$ cat src/hw/issue_pkg.sv
package issue_pkg;

    // core geometry
    localparam int NUM_THREADS = 4;
    localparam int NUM_WARPS   = 4;
    localparam int NT_BITS     = $clog2(NUM_THREADS);
    localparam int NW_BITS     = $clog2(NUM_WARPS);

    // instruction field widths
    localparam int NR_BITS       = 5;
    localparam int CSR_ADDR_BITS = 12;
    localparam int NRI_BITS      = 5;
    localparam int OP_BITS       = 4;
    localparam int MOD_BITS      = 3;

    // execution unit selector
    typedef enum logic [2:0] {
        EX_NOP = 3'd0,
        EX_ALU = 3'd1,
        EX_LSU = 3'd2,
        EX_CSR = 3'd3,
        EX_GPU = 3'd4
    } ex_type_e;

    typedef logic [NUM_THREADS-1:0][31:0] thread_words_t;

    typedef struct packed {
        logic [NW_BITS-1:0]     wid;
        logic [NUM_THREADS-1:0] tmask;
        logic [31:0]            pc;
        ex_type_e               ex_type;
        logic [OP_BITS-1:0]     op_type;
        logic [MOD_BITS-1:0]    op_mod;
        logic [31:0]            imm;
        logic                   use_pc;
        logic                   use_imm;
        logic [NR_BITS-1:0]     rd;
        logic                   wb;
    } issue_req_t;

    typedef struct packed {
        thread_words_t rs1_data;
        thread_words_t rs2_data;
    } gpr_rsp_t;

    typedef struct packed {
        issue_req_t req;
        gpr_rsp_t   gpr;
    } issue_word_t;

    typedef struct packed {
        logic [NW_BITS-1:0]     wid;
        logic [NUM_THREADS-1:0] tmask;
        logic [31:0]            pc;
        logic [31:0]            next_pc;
        logic [OP_BITS-1:0]     op_type;
        logic [MOD_BITS-1:0]    op_mod;
        logic [31:0]            imm;
        logic                   use_pc;
        logic                   use_imm;
        logic [NR_BITS-1:0]     rd;
        logic                   wb;
        logic [NT_BITS-1:0]     tid;
        thread_words_t          rs1_data;
        thread_words_t          rs2_data;
    } alu_req_t;

    typedef struct packed {
        logic [NW_BITS-1:0]     wid;
        logic [NUM_THREADS-1:0] tmask;
        logic [31:0]            pc;
        logic [OP_BITS-1:0]     op_type;
        logic                   is_fence;
        logic [31:0]            offset;
        logic [NR_BITS-1:0]     rd;
        logic                   wb;
        thread_words_t          base_addr;
        thread_words_t          store_data;
        logic                   is_prefetch;
    } lsu_req_t;

    typedef struct packed {
        logic [NW_BITS-1:0]       wid;
        logic [NUM_THREADS-1:0]   tmask;
        logic [31:0]              pc;
        logic [OP_BITS-1:0]       op_type;
        logic [CSR_ADDR_BITS-1:0] addr;
        logic [NR_BITS-1:0]       rd;
        logic                     wb;
        logic                     use_imm;
        logic [NRI_BITS-1:0]      csr_imm;
        logic [31:0]              rs1_data;
    } csr_req_t;

    typedef struct packed {
        logic [NW_BITS-1:0]     wid;
        logic [NUM_THREADS-1:0] tmask;
        logic [31:0]            pc;
        logic [31:0]            next_pc;
        logic [OP_BITS-1:0]     op_type;
        logic [MOD_BITS-1:0]    op_mod;
        logic [NR_BITS-1:0]     rd;
        logic                   wb;
        logic [NT_BITS-1:0]     tid;
        thread_words_t          rs1_data;
        thread_words_t          rs2_data;
    } gpu_req_t;

endpackage

$ cat src/hw/tid_select.sv
`timescale 1ns/1ps

module tid_select (
    input  logic [issue_pkg::NUM_THREADS-1:0] tmask,
    output logic [issue_pkg::NT_BITS-1:0]     tid
);

    // scan from the top so the lowest set bit wins
    always_comb begin
        tid = '0;
        for (int i = issue_pkg::NUM_THREADS - 1; i >= 0; i--) begin
            if (tmask[i]) begin
                tid = i[issue_pkg::NT_BITS-1:0];
            end
        end
    end

endmodule

$ cat src/hw/skid_buffer.sv
`timescale 1ns/1ps

module skid_buffer #(
    parameter int DATA_W  = 32,
    parameter bit OUT_REG = 1'b1
) (
    input  logic              clk,
    input  logic              reset,
    input  logic              valid_in,
    output logic              ready_in,
    input  logic [DATA_W-1:0] data_in,
    output logic              valid_out,
    input  logic              ready_out,
    output logic [DATA_W-1:0] data_out
);
    logic              skid_valid;
    logic [DATA_W-1:0] skid_data;

    // producer only sees back-pressure once the skid entry holds an item
    assign ready_in = !skid_valid;

    if (OUT_REG) begin : g_out_reg
        logic              main_valid;
        logic [DATA_W-1:0] main_data;
        logic              main_load;

        // main entry empty or drained this cycle
        assign main_load = ready_out || !main_valid;

        always_ff @(posedge clk) begin
            if (reset) begin
                main_valid <= 1'b0;
                skid_valid <= 1'b0;
            end else if (main_load) begin
                main_valid <= skid_valid || valid_in;
                skid_valid <= 1'b0;
            end else if (valid_in && ready_in) begin
                skid_valid <= 1'b1;
            end
        end

        always_ff @(posedge clk) begin
            if (main_load) begin
                main_data <= skid_valid ? skid_data : data_in;
            end
            if (!main_load && valid_in && ready_in) begin
                skid_data <= data_in;
            end
        end

        assign valid_out = main_valid;
        assign data_out  = main_data;
    end else begin : g_out_comb
        always_ff @(posedge clk) begin
            if (reset) begin
                skid_valid <= 1'b0;
            end else if (ready_out) begin
                skid_valid <= 1'b0;
            end else if (valid_in && ready_in) begin
                skid_valid <= 1'b1;
            end
        end

        always_ff @(posedge clk) begin
            if (valid_in && ready_in && !ready_out) begin
                skid_data <= data_in;
            end
        end

        // pass straight through while nothing is parked
        assign valid_out = skid_valid || valid_in;
        assign data_out  = skid_valid ? skid_data : data_in;
    end

endmodule

$ cat src/hw/issue_slot.sv
`timescale 1ns/1ps

module issue_slot (
    input  logic                   clk,
    input  logic                   reset,

    input  logic                   in_valid,
    output logic                   in_ready,
    input  issue_pkg::issue_req_t  in_req,
    input  issue_pkg::gpr_rsp_t    in_gpr,

    output logic                   slot_valid,
    input  logic                   slot_ready,
    output issue_pkg::issue_word_t slot_word
);
    logic                   valid_r;
    issue_pkg::issue_word_t word_r;
    logic                   load;

    // slot can take a new word when empty or being emptied
    assign in_ready = !valid_r || slot_ready;
    assign load     = in_valid && in_ready;

    always_ff @(posedge clk) begin
        if (reset) begin
            valid_r <= 1'b0;
        end else if (in_ready) begin
            valid_r <= in_valid;
        end
    end

    // instruction and operands travel together from here on
    always_ff @(posedge clk) begin
        if (load) begin
            word_r.req <= in_req;
            word_r.gpr <= in_gpr;
        end
    end

    assign slot_valid = valid_r;
    assign slot_word  = word_r;

endmodule

$ cat src/hw/instr_demux.sv
`timescale 1ns/1ps

module instr_demux #(
    parameter bit OUT_REG = 1'b1
) (
    input  logic                   clk,
    input  logic                   reset,

    input  logic                   slot_valid,
    output logic                   slot_ready,
    input  issue_pkg::issue_word_t slot_word,

    output logic                   alu_valid,
    input  logic                   alu_ready,
    output issue_pkg::alu_req_t    alu_req,

    output logic                   lsu_valid,
    input  logic                   lsu_ready,
    output issue_pkg::lsu_req_t    lsu_req,

    output logic                   csr_valid,
    input  logic                   csr_ready,
    output issue_pkg::csr_req_t    csr_req,

    output logic                   gpu_valid,
    input  logic                   gpu_ready,
    output issue_pkg::gpu_req_t    gpu_req
);
    issue_pkg::issue_req_t        req;
    issue_pkg::gpr_rsp_t          gpr;
    logic [issue_pkg::NT_BITS-1:0] tid;
    logic [31:0]                  next_pc;

    logic alu_push, lsu_push, csr_push, gpu_push;
    logic alu_free, lsu_free, csr_free, gpu_free;

    issue_pkg::alu_req_t alu_in;
    issue_pkg::lsu_req_t lsu_in;
    issue_pkg::csr_req_t csr_in;
    issue_pkg::gpu_req_t gpu_in;

    assign req     = slot_word.req;
    assign gpr     = slot_word.gpr;
    assign next_pc = req.pc + 32'd4;

    tid_select tid_select_inst (
        .tmask (req.tmask),
        .tid   (tid)
    );

    assign alu_push = slot_valid && (req.ex_type == issue_pkg::EX_ALU);
    assign lsu_push = slot_valid && (req.ex_type == issue_pkg::EX_LSU);
    assign csr_push = slot_valid && (req.ex_type == issue_pkg::EX_CSR);
    assign gpu_push = slot_valid && (req.ex_type == issue_pkg::EX_GPU);

    always_comb begin
        alu_in = '{wid: req.wid, tmask: req.tmask, pc: req.pc, next_pc: next_pc,
                   op_type: req.op_type, op_mod: req.op_mod, imm: req.imm,
                   use_pc: req.use_pc, use_imm: req.use_imm, rd: req.rd, wb: req.wb,
                   tid: tid, rs1_data: gpr.rs1_data, rs2_data: gpr.rs2_data};

        // op_mod carries the memory flags
        lsu_in = '{wid: req.wid, tmask: req.tmask, pc: req.pc, op_type: req.op_type,
                   is_fence: req.op_mod[0], offset: req.imm, rd: req.rd, wb: req.wb,
                   base_addr: gpr.rs1_data, store_data: gpr.rs2_data,
                   is_prefetch: req.op_mod[1]};

        // imm packs csr address below the csr immediate
        csr_in = '{wid: req.wid, tmask: req.tmask, pc: req.pc, op_type: req.op_type,
                   addr: req.imm[issue_pkg::CSR_ADDR_BITS-1:0], rd: req.rd, wb: req.wb,
                   use_imm: req.use_imm,
                   csr_imm: req.imm[issue_pkg::CSR_ADDR_BITS +: issue_pkg::NRI_BITS],
                   rs1_data: gpr.rs1_data[tid]};

        gpu_in = '{wid: req.wid, tmask: req.tmask, pc: req.pc, next_pc: next_pc,
                   op_type: req.op_type, op_mod: req.op_mod, rd: req.rd, wb: req.wb,
                   tid: tid, rs1_data: gpr.rs1_data, rs2_data: gpr.rs2_data};
    end

    skid_buffer #(
        .DATA_W  ($bits(issue_pkg::alu_req_t)),
        .OUT_REG (OUT_REG)
    ) alu_buffer (
        .clk       (clk),
        .reset     (reset),
        .valid_in  (alu_push),
        .ready_in  (alu_free),
        .data_in   (alu_in),
        .valid_out (alu_valid),
        .ready_out (alu_ready),
        .data_out  (alu_req)
    );

    skid_buffer #(
        .DATA_W  ($bits(issue_pkg::lsu_req_t)),
        .OUT_REG (OUT_REG)
    ) lsu_buffer (
        .clk       (clk),
        .reset     (reset),
        .valid_in  (lsu_push),
        .ready_in  (lsu_free),
        .data_in   (lsu_in),
        .valid_out (lsu_valid),
        .ready_out (lsu_ready),
        .data_out  (lsu_req)
    );

    skid_buffer #(
        .DATA_W  ($bits(issue_pkg::csr_req_t)),
        .OUT_REG (OUT_REG)
    ) csr_buffer (
        .clk       (clk),
        .reset     (reset),
        .valid_in  (csr_push),
        .ready_in  (csr_free),
        .data_in   (csr_in),
        .valid_out (csr_valid),
        .ready_out (csr_ready),
        .data_out  (csr_req)
    );

    skid_buffer #(
        .DATA_W  ($bits(issue_pkg::gpu_req_t)),
        .OUT_REG (OUT_REG)
    ) gpu_buffer (
        .clk       (clk),
        .reset     (reset),
        .valid_in  (gpu_push),
        .ready_in  (gpu_free),
        .data_in   (gpu_in),
        .valid_out (gpu_valid),
        .ready_out (gpu_ready),
        .data_out  (gpu_req)
    );

    // head of line waits on its own unit only
    always_comb begin
        case (req.ex_type)
            issue_pkg::EX_ALU: slot_ready = alu_free;
            issue_pkg::EX_LSU: slot_ready = lsu_free;
            issue_pkg::EX_CSR: slot_ready = csr_free;
            issue_pkg::EX_GPU: slot_ready = gpu_free;
            // nops and unknown types are simply dropped
            default:           slot_ready = 1'b1;
        endcase
    end

endmodule

$ cat src/hw/issue_top.sv
`timescale 1ns/1ps

module issue_top #(
    parameter bit OUT_REG = 1'b1
) (
    input  logic                  clk,
    input  logic                  reset,

    input  logic                  in_valid,
    output logic                  in_ready,
    input  issue_pkg::issue_req_t in_req,
    input  issue_pkg::gpr_rsp_t   in_gpr,

    output logic                  alu_valid,
    input  logic                  alu_ready,
    output issue_pkg::alu_req_t   alu_req,

    output logic                  lsu_valid,
    input  logic                  lsu_ready,
    output issue_pkg::lsu_req_t   lsu_req,

    output logic                  csr_valid,
    input  logic                  csr_ready,
    output issue_pkg::csr_req_t   csr_req,

    output logic                  gpu_valid,
    input  logic                  gpu_ready,
    output issue_pkg::gpu_req_t   gpu_req
);
    logic                   slot_valid;
    logic                   slot_ready;
    issue_pkg::issue_word_t slot_word;

    issue_slot issue_slot_inst (
        .clk        (clk),
        .reset      (reset),
        .in_valid   (in_valid),
        .in_ready   (in_ready),
        .in_req     (in_req),
        .in_gpr     (in_gpr),
        .slot_valid (slot_valid),
        .slot_ready (slot_ready),
        .slot_word  (slot_word)
    );

    instr_demux #(
        .OUT_REG (OUT_REG)
    ) instr_demux_inst (
        .clk        (clk),
        .reset      (reset),
        .slot_valid (slot_valid),
        .slot_ready (slot_ready),
        .slot_word  (slot_word),
        .alu_valid  (alu_valid),
        .alu_ready  (alu_ready),
        .alu_req    (alu_req),
        .lsu_valid  (lsu_valid),
        .lsu_ready  (lsu_ready),
        .lsu_req    (lsu_req),
        .csr_valid  (csr_valid),
        .csr_ready  (csr_ready),
        .csr_req    (csr_req),
        .gpu_valid  (gpu_valid),
        .gpu_ready  (gpu_ready),
        .gpu_req    (gpu_req)
    );

endmodule

$ cat config.mk
export PLATFORM = sky130hd
export DESIGN_NAME = issue_top
export DESIGN_NICKNAME = d
export VERILOG_FILES = /design/src/hw/issue_pkg.sv /design/src/hw/tid_select.sv /design/src/hw/skid_buffer.sv /design/src/hw/issue_slot.sv /design/src/hw/instr_demux.sv /design/src/hw/issue_top.sv
export SDC_FILE = /design/constraint.sdc
export NUM_CORES = 2
export LEC_CHECK = 0
export BUFFER_PORTS_ARGS = -buffer_cell sky130_fd_sc_hd__buf_2
export CORE_AREA = 8 8 578 580
export DETAILED_ROUTE_END_ITERATION = 8
export DIE_AREA = 0 0 586 588
export PLACE_DENSITY = 0.51
export SLEW_MARGIN = 20
export SYNTH_ARGS = -nofsm -noshare
export SYNTH_HDL_FRONTEND = slang
export SYNTH_SLANG_ARGS = --single-unit
$ cat constraint.sdc
create_clock -name clk -period 189.2 [get_ports clk]
set_clock_uncertainty 0.2 [all_clocks]
set_input_delay 37.84 -clock clk [delete_from_list [all_inputs] [get_ports clk]]
set_output_delay 37.84 -clock clk [all_outputs]
set_load 0.03 [all_outputs]
==> results.py <==
metrics = {
    "clock_tree": {
        "clockBufferDepth": 4,
        "cts_buffers": 294,
        "post_cts_resized": 0,
        "cts_setup_buffers": 0,
        "clock_latency_ps": 890,
        "postCtsHoldBufs": 0,
        "clk_pin_slew_ps": 60,
        "cts.sinks": 2649,
        "cts_tree": "done",
        "root_buffer": "clkbuf_16",
        "cts_max_level": 5,
    },
    "timing": {
        "period_share_pct": 22.20,
        "tightest_slew_ps": 1176,
        "fin_tns_setup_ps": 0,
        "rsz0062_at_grt": "no",
        "hold_viol": 0,
        "setup_viol": 0,
        "slew_headroom_pct": 21.62,
        "slew_viol_final": 0,
        "period_needed_ps": 42010,
        "max_freq_mhz": 23.80,
        "hold-worst-slack_ps": 273.4,
        "worst_slack_ps": 147190,
    },
    "setup_path": {
        "crit_required_ps": 189490,
        "end_kind": "flip-flop",
        "crit_chain": "buf_2 -> nand2b_4 -> nor3_2 -> buf_4 -> buf_4 -> buf_4 -> buf_4 -> buf_4",
        "cpMostUsedCell": "buf_4",
        "max_stage_delay_ps": 780,
        "cp_max_fo": 56,
        "cp_slowest_cell": "buf_4",
        "worstPathArrival_ps": 42300,
        "setup.worst_path.class": "primary input to flip-flop",
        "crit_path_start_kind": "primary input",
    },
    "layout": {
        "fin_area_um2": 117100,
        "syn2layout_area_growth_pct": 23.41,
        "drive_gt1_share_pct": 50.44,
        "layout.nets": 6323,
        "post-route-util_pct": 35.99,
        "fin_cells": 10543,
        "fillers": 30603,
    },
    "grt": {
        "grt_max_degree": 115,
        "grt.met3_usage_pct": 4.661,
        "met2_usage_pct": 27.91,
        "use_met1_pct": 22.89,
        "grt_pass1_vias": 49886,
        "grt.overflow.total": 0,
        "antenna_found_initial": 56,
        "grt_pass1_wl_um": 420900,
        "busiest_layer": "met2",
        "grt.total_usage_pct": 17.19,
    },
    "drt": {
        "wirelength_um": 312100,
        "num_vias": 49181,
        "wl_per_cell_um": 29.60,
        "drt_iter0_drc": 4284,
        "antenna_left": 0,
        "drt-pass1-iter-count": 7,
        "drt-vias-per-instance": 4.665,
        "drc": 0,
    },
    "outcome": {
        "outcome": "finished clean",
    },
    "synthesis": {
        "syn_area_per_cell_um2": 22.36,
        "synth.net_count": 4595,
        "synth_flop_cell": "edfxtp_1",
        "yosys_warnings": 0,
        "synth_top_cell_by_area": "edfxtp_1",
        "syn_area_um2": 94870,
        "async_flop_share_pct": 0,
        "synthCells": 4243,
        "synthDistinctLibCells": 50,
        "synth_top_area_share_pct": 83.56,
        "ys_ff_latch": 2649,
        "synth_edf_count": 2640,
        "netlist_top_cells_area": "edfxtp_1 84%, mux2_2 13%, mux4_2 0.69%",
        "ys_seq_area_share_pct": 83.75,
    },
    "floorplan": {
        "io_pins": 1508,
        "die_x_um": 586,
        "start_util_pct": 29.17,
        "rows": 210,
        "design.core.area_um2": 325300,
        "die_y_um": 588,
        "dieArea_um2": 344600,
    },
    "power": {
        "p_sw_share_pct": 24.05,
        "p_sw_mw": 0.3175,
        "powerDensity_nw_per_um2": 11.28,
        "combPwrFrac_pct": 6.1,
        "seqPwrFrac_pct": 52.2,
        "total_power_mw": 1.320,
        "peakVddDrop_v": 0.000008815,
        "internal_power_mw": 1.003,
        "power.leakage_nw": 41.36,
        "p_clk_share_pct": 41.6,
    },
    "worst_hold_path": {
        "min_path_type": "flip-flop to flip-flop",
    },
    "placement": {
        "placed_area_um2": 108000,
        "place.port_buffers": 1507,
        "dp_hpwl_um": 215300,
        "place.gp.congestion": 0.8322,
        "placed_cells": 10021,
        "place_ws_ps": 146330,
    },
    "flow_run": {
        "cap_violations": 0,
    },
}
## metal layers
metal,vias up,wire length (um)
met5,-,91
met3,377,26030
li1,20559,-
met2,2128,147200
met1,26101,131000
met4,16,7754
## layout make-up
type | count | area [um2] | area share (%)
clock inverter | 150 | 1471 | 1.257
antenna | 15 | 37.54 | 0.03206
tap | 4346 | 5438 | 4.645
sequential | 2649 | 79470 | 67.88
multi-input combinational | 1414 | 14700 | 12.55
clock buffer | 357 | 7615 | 6.504
timing repair buffer | 1602 | 8309 | 7.097
inverter | 10 | 37.54 | 0.03206
## cell usage after synthesis, drive strengths merged, types with 2 or more instances
| library cell | number |
|---|---|
| o211ai | 3 |
| a31oi | 28 |
| nor2b | 3 |
| nand2 | 66 |
| edfxtp | 2640 |
| clkbuf | 104 |
| o31ai | 8 |
| nand3b | 2 |
| nand4 | 17 |
| and3 | 3 |
| a21oi | 8 |
| xor2 | 4 |
| mux4 | 32 |
| a21o | 3 |
| xnor2 | 11 |
| and4 | 5 |
| o211a | 2 |
| dfxtp | 9 |
| nor3 | 9 |
| nor2 | 42 |
| and2 | 4 |
| a221o | 3 |
| mux2 | 1084 |
| o21ai | 30 |
| a22oi | 2 |
| nand3 | 14 |
| nor4 | 5 |
| or4 | 11 |
| buf | 66 |
| a311o | 2 |
| nand2b | 7 |
| inv | 9 |
## registers in the layout (all words and copies together), names as in the netlist
signal	flops
instr_demux_inst.lsu_buffer.valid_out	1
instr_demux_inst.csr_buffer.skid_data	98
instr_demux_inst.lsu_buffer.skid_valid	1
instr_demux_inst.csr_buffer.valid_out	1
instr_demux_inst.lsu_buffer.skid_data	338
instr_demux_inst.gpu_buffer.skid_valid	1
issue_slot_inst.slot_valid	1
instr_demux_inst.gpu_buffer.skid_data	339
instr_demux_inst.alu_buffer.data_out	373
instr_demux_inst.alu_buffer.valid_out	1
instr_demux_inst.csr_buffer.skid_valid	1
instr_demux_inst.csr_buffer.data_out	98
instr_demux_inst.gpu_buffer.data_out	339
instr_demux_inst.alu_buffer.skid_data	373
issue_slot_inst.slot_word	344
instr_demux_inst.alu_buffer.skid_valid	1
instr_demux_inst.lsu_buffer.data_out	338
instr_demux_inst.gpu_buffer.valid_out	1
## cell usage in the layout, fill, tap and decap left out, types with 4 or more instances in the layout
master and count:
dfxtp_4 4, a21oi_1 7, buf_2 1507, clkinv_16 11, nor3_1 6, xor2_1 4
and4_1 5, xnor2_1 11, dfxtp_1 5, clkinv_1 68, buf_12 4, nor2_1 42
mux2_2 1084, bufinv_16 15, a31oi_1 28, nand3_1 14, mux4_2 29, clkbuf_1 62
nand2_1 66, diode_2 15, clkinv_2 34, clkbuf_16 295, nand4_1 15, inv_16 4
buf_4 90, inv_1 7, nand2b_4 4, edfxtp_1 2640, o21ai_0 30, inv_6 11
or4_4 4, o31ai_1 8, or4_1 7
## critical path, delay by kind of cell
family,cells,cell delay [ps]
buffers and inverters,6,3540
and+or+nand+nor,2,570
## path summary, 6_finish.rpt
path,cells past startpoint,slack (ps),from,endpoint
setup / recovery,8,147190,gpu_ready,instr_demux_inst.gpu_buffer.skid_data[112]$_DFFE_PP_
hold / removal,0,270,issue_slot_inst.slot_word[263]$_DFFE_PP_,instr_demux_inst.alu_buffer.skid_data[265]$_DFFE_PP_
setup reg to reg,8,183240,instr_demux_inst.alu_buffer.skid_valid$_SDFFE_PP0P_,issue_slot_inst.slot_word[108]$_DFFE_PP_
hold reg to reg,0,270,issue_slot_inst.slot_word[263]$_DFFE_PP_,instr_demux_inst.alu_buffer.skid_data[265]$_DFFE_PP_
## power by group through the flow
| stage | Sequential [mW] | Clock, mW | Combinational [mW] |
|---|---|---|---|
| after floorplan | 0.724 | 0 | 0.0168 |
| after global placement | 0.702 | 0 | 0.0821 |
| after detailed placement | 0.702 | 0 | 0.0823 |
| after CTS | 0.690 | 0.562 | 0.0827 |
| after global routing | 0.691 | 0.584 | 0.0849 |
| final | 0.690 | 0.549 | 0.0812 |
## kinds of logic (layout without fill, tap and decap cells)
family,count (synthesis),count (layout),synth area share (%)
adders and majority gates,1,1,0.01319
xor gates and xnor gates,15,15,0.1385
AOI/OAI and AO/OA,91,91,0.6080
DFF,2649,2649,83.75
and+or+nand+nor,191,191,1.022
other,0,15,0
muxes,1116,1116,13.64
buffers and inverters,180,2119,0.8282
Note: power is estimated with default switching activity, not from simulation.
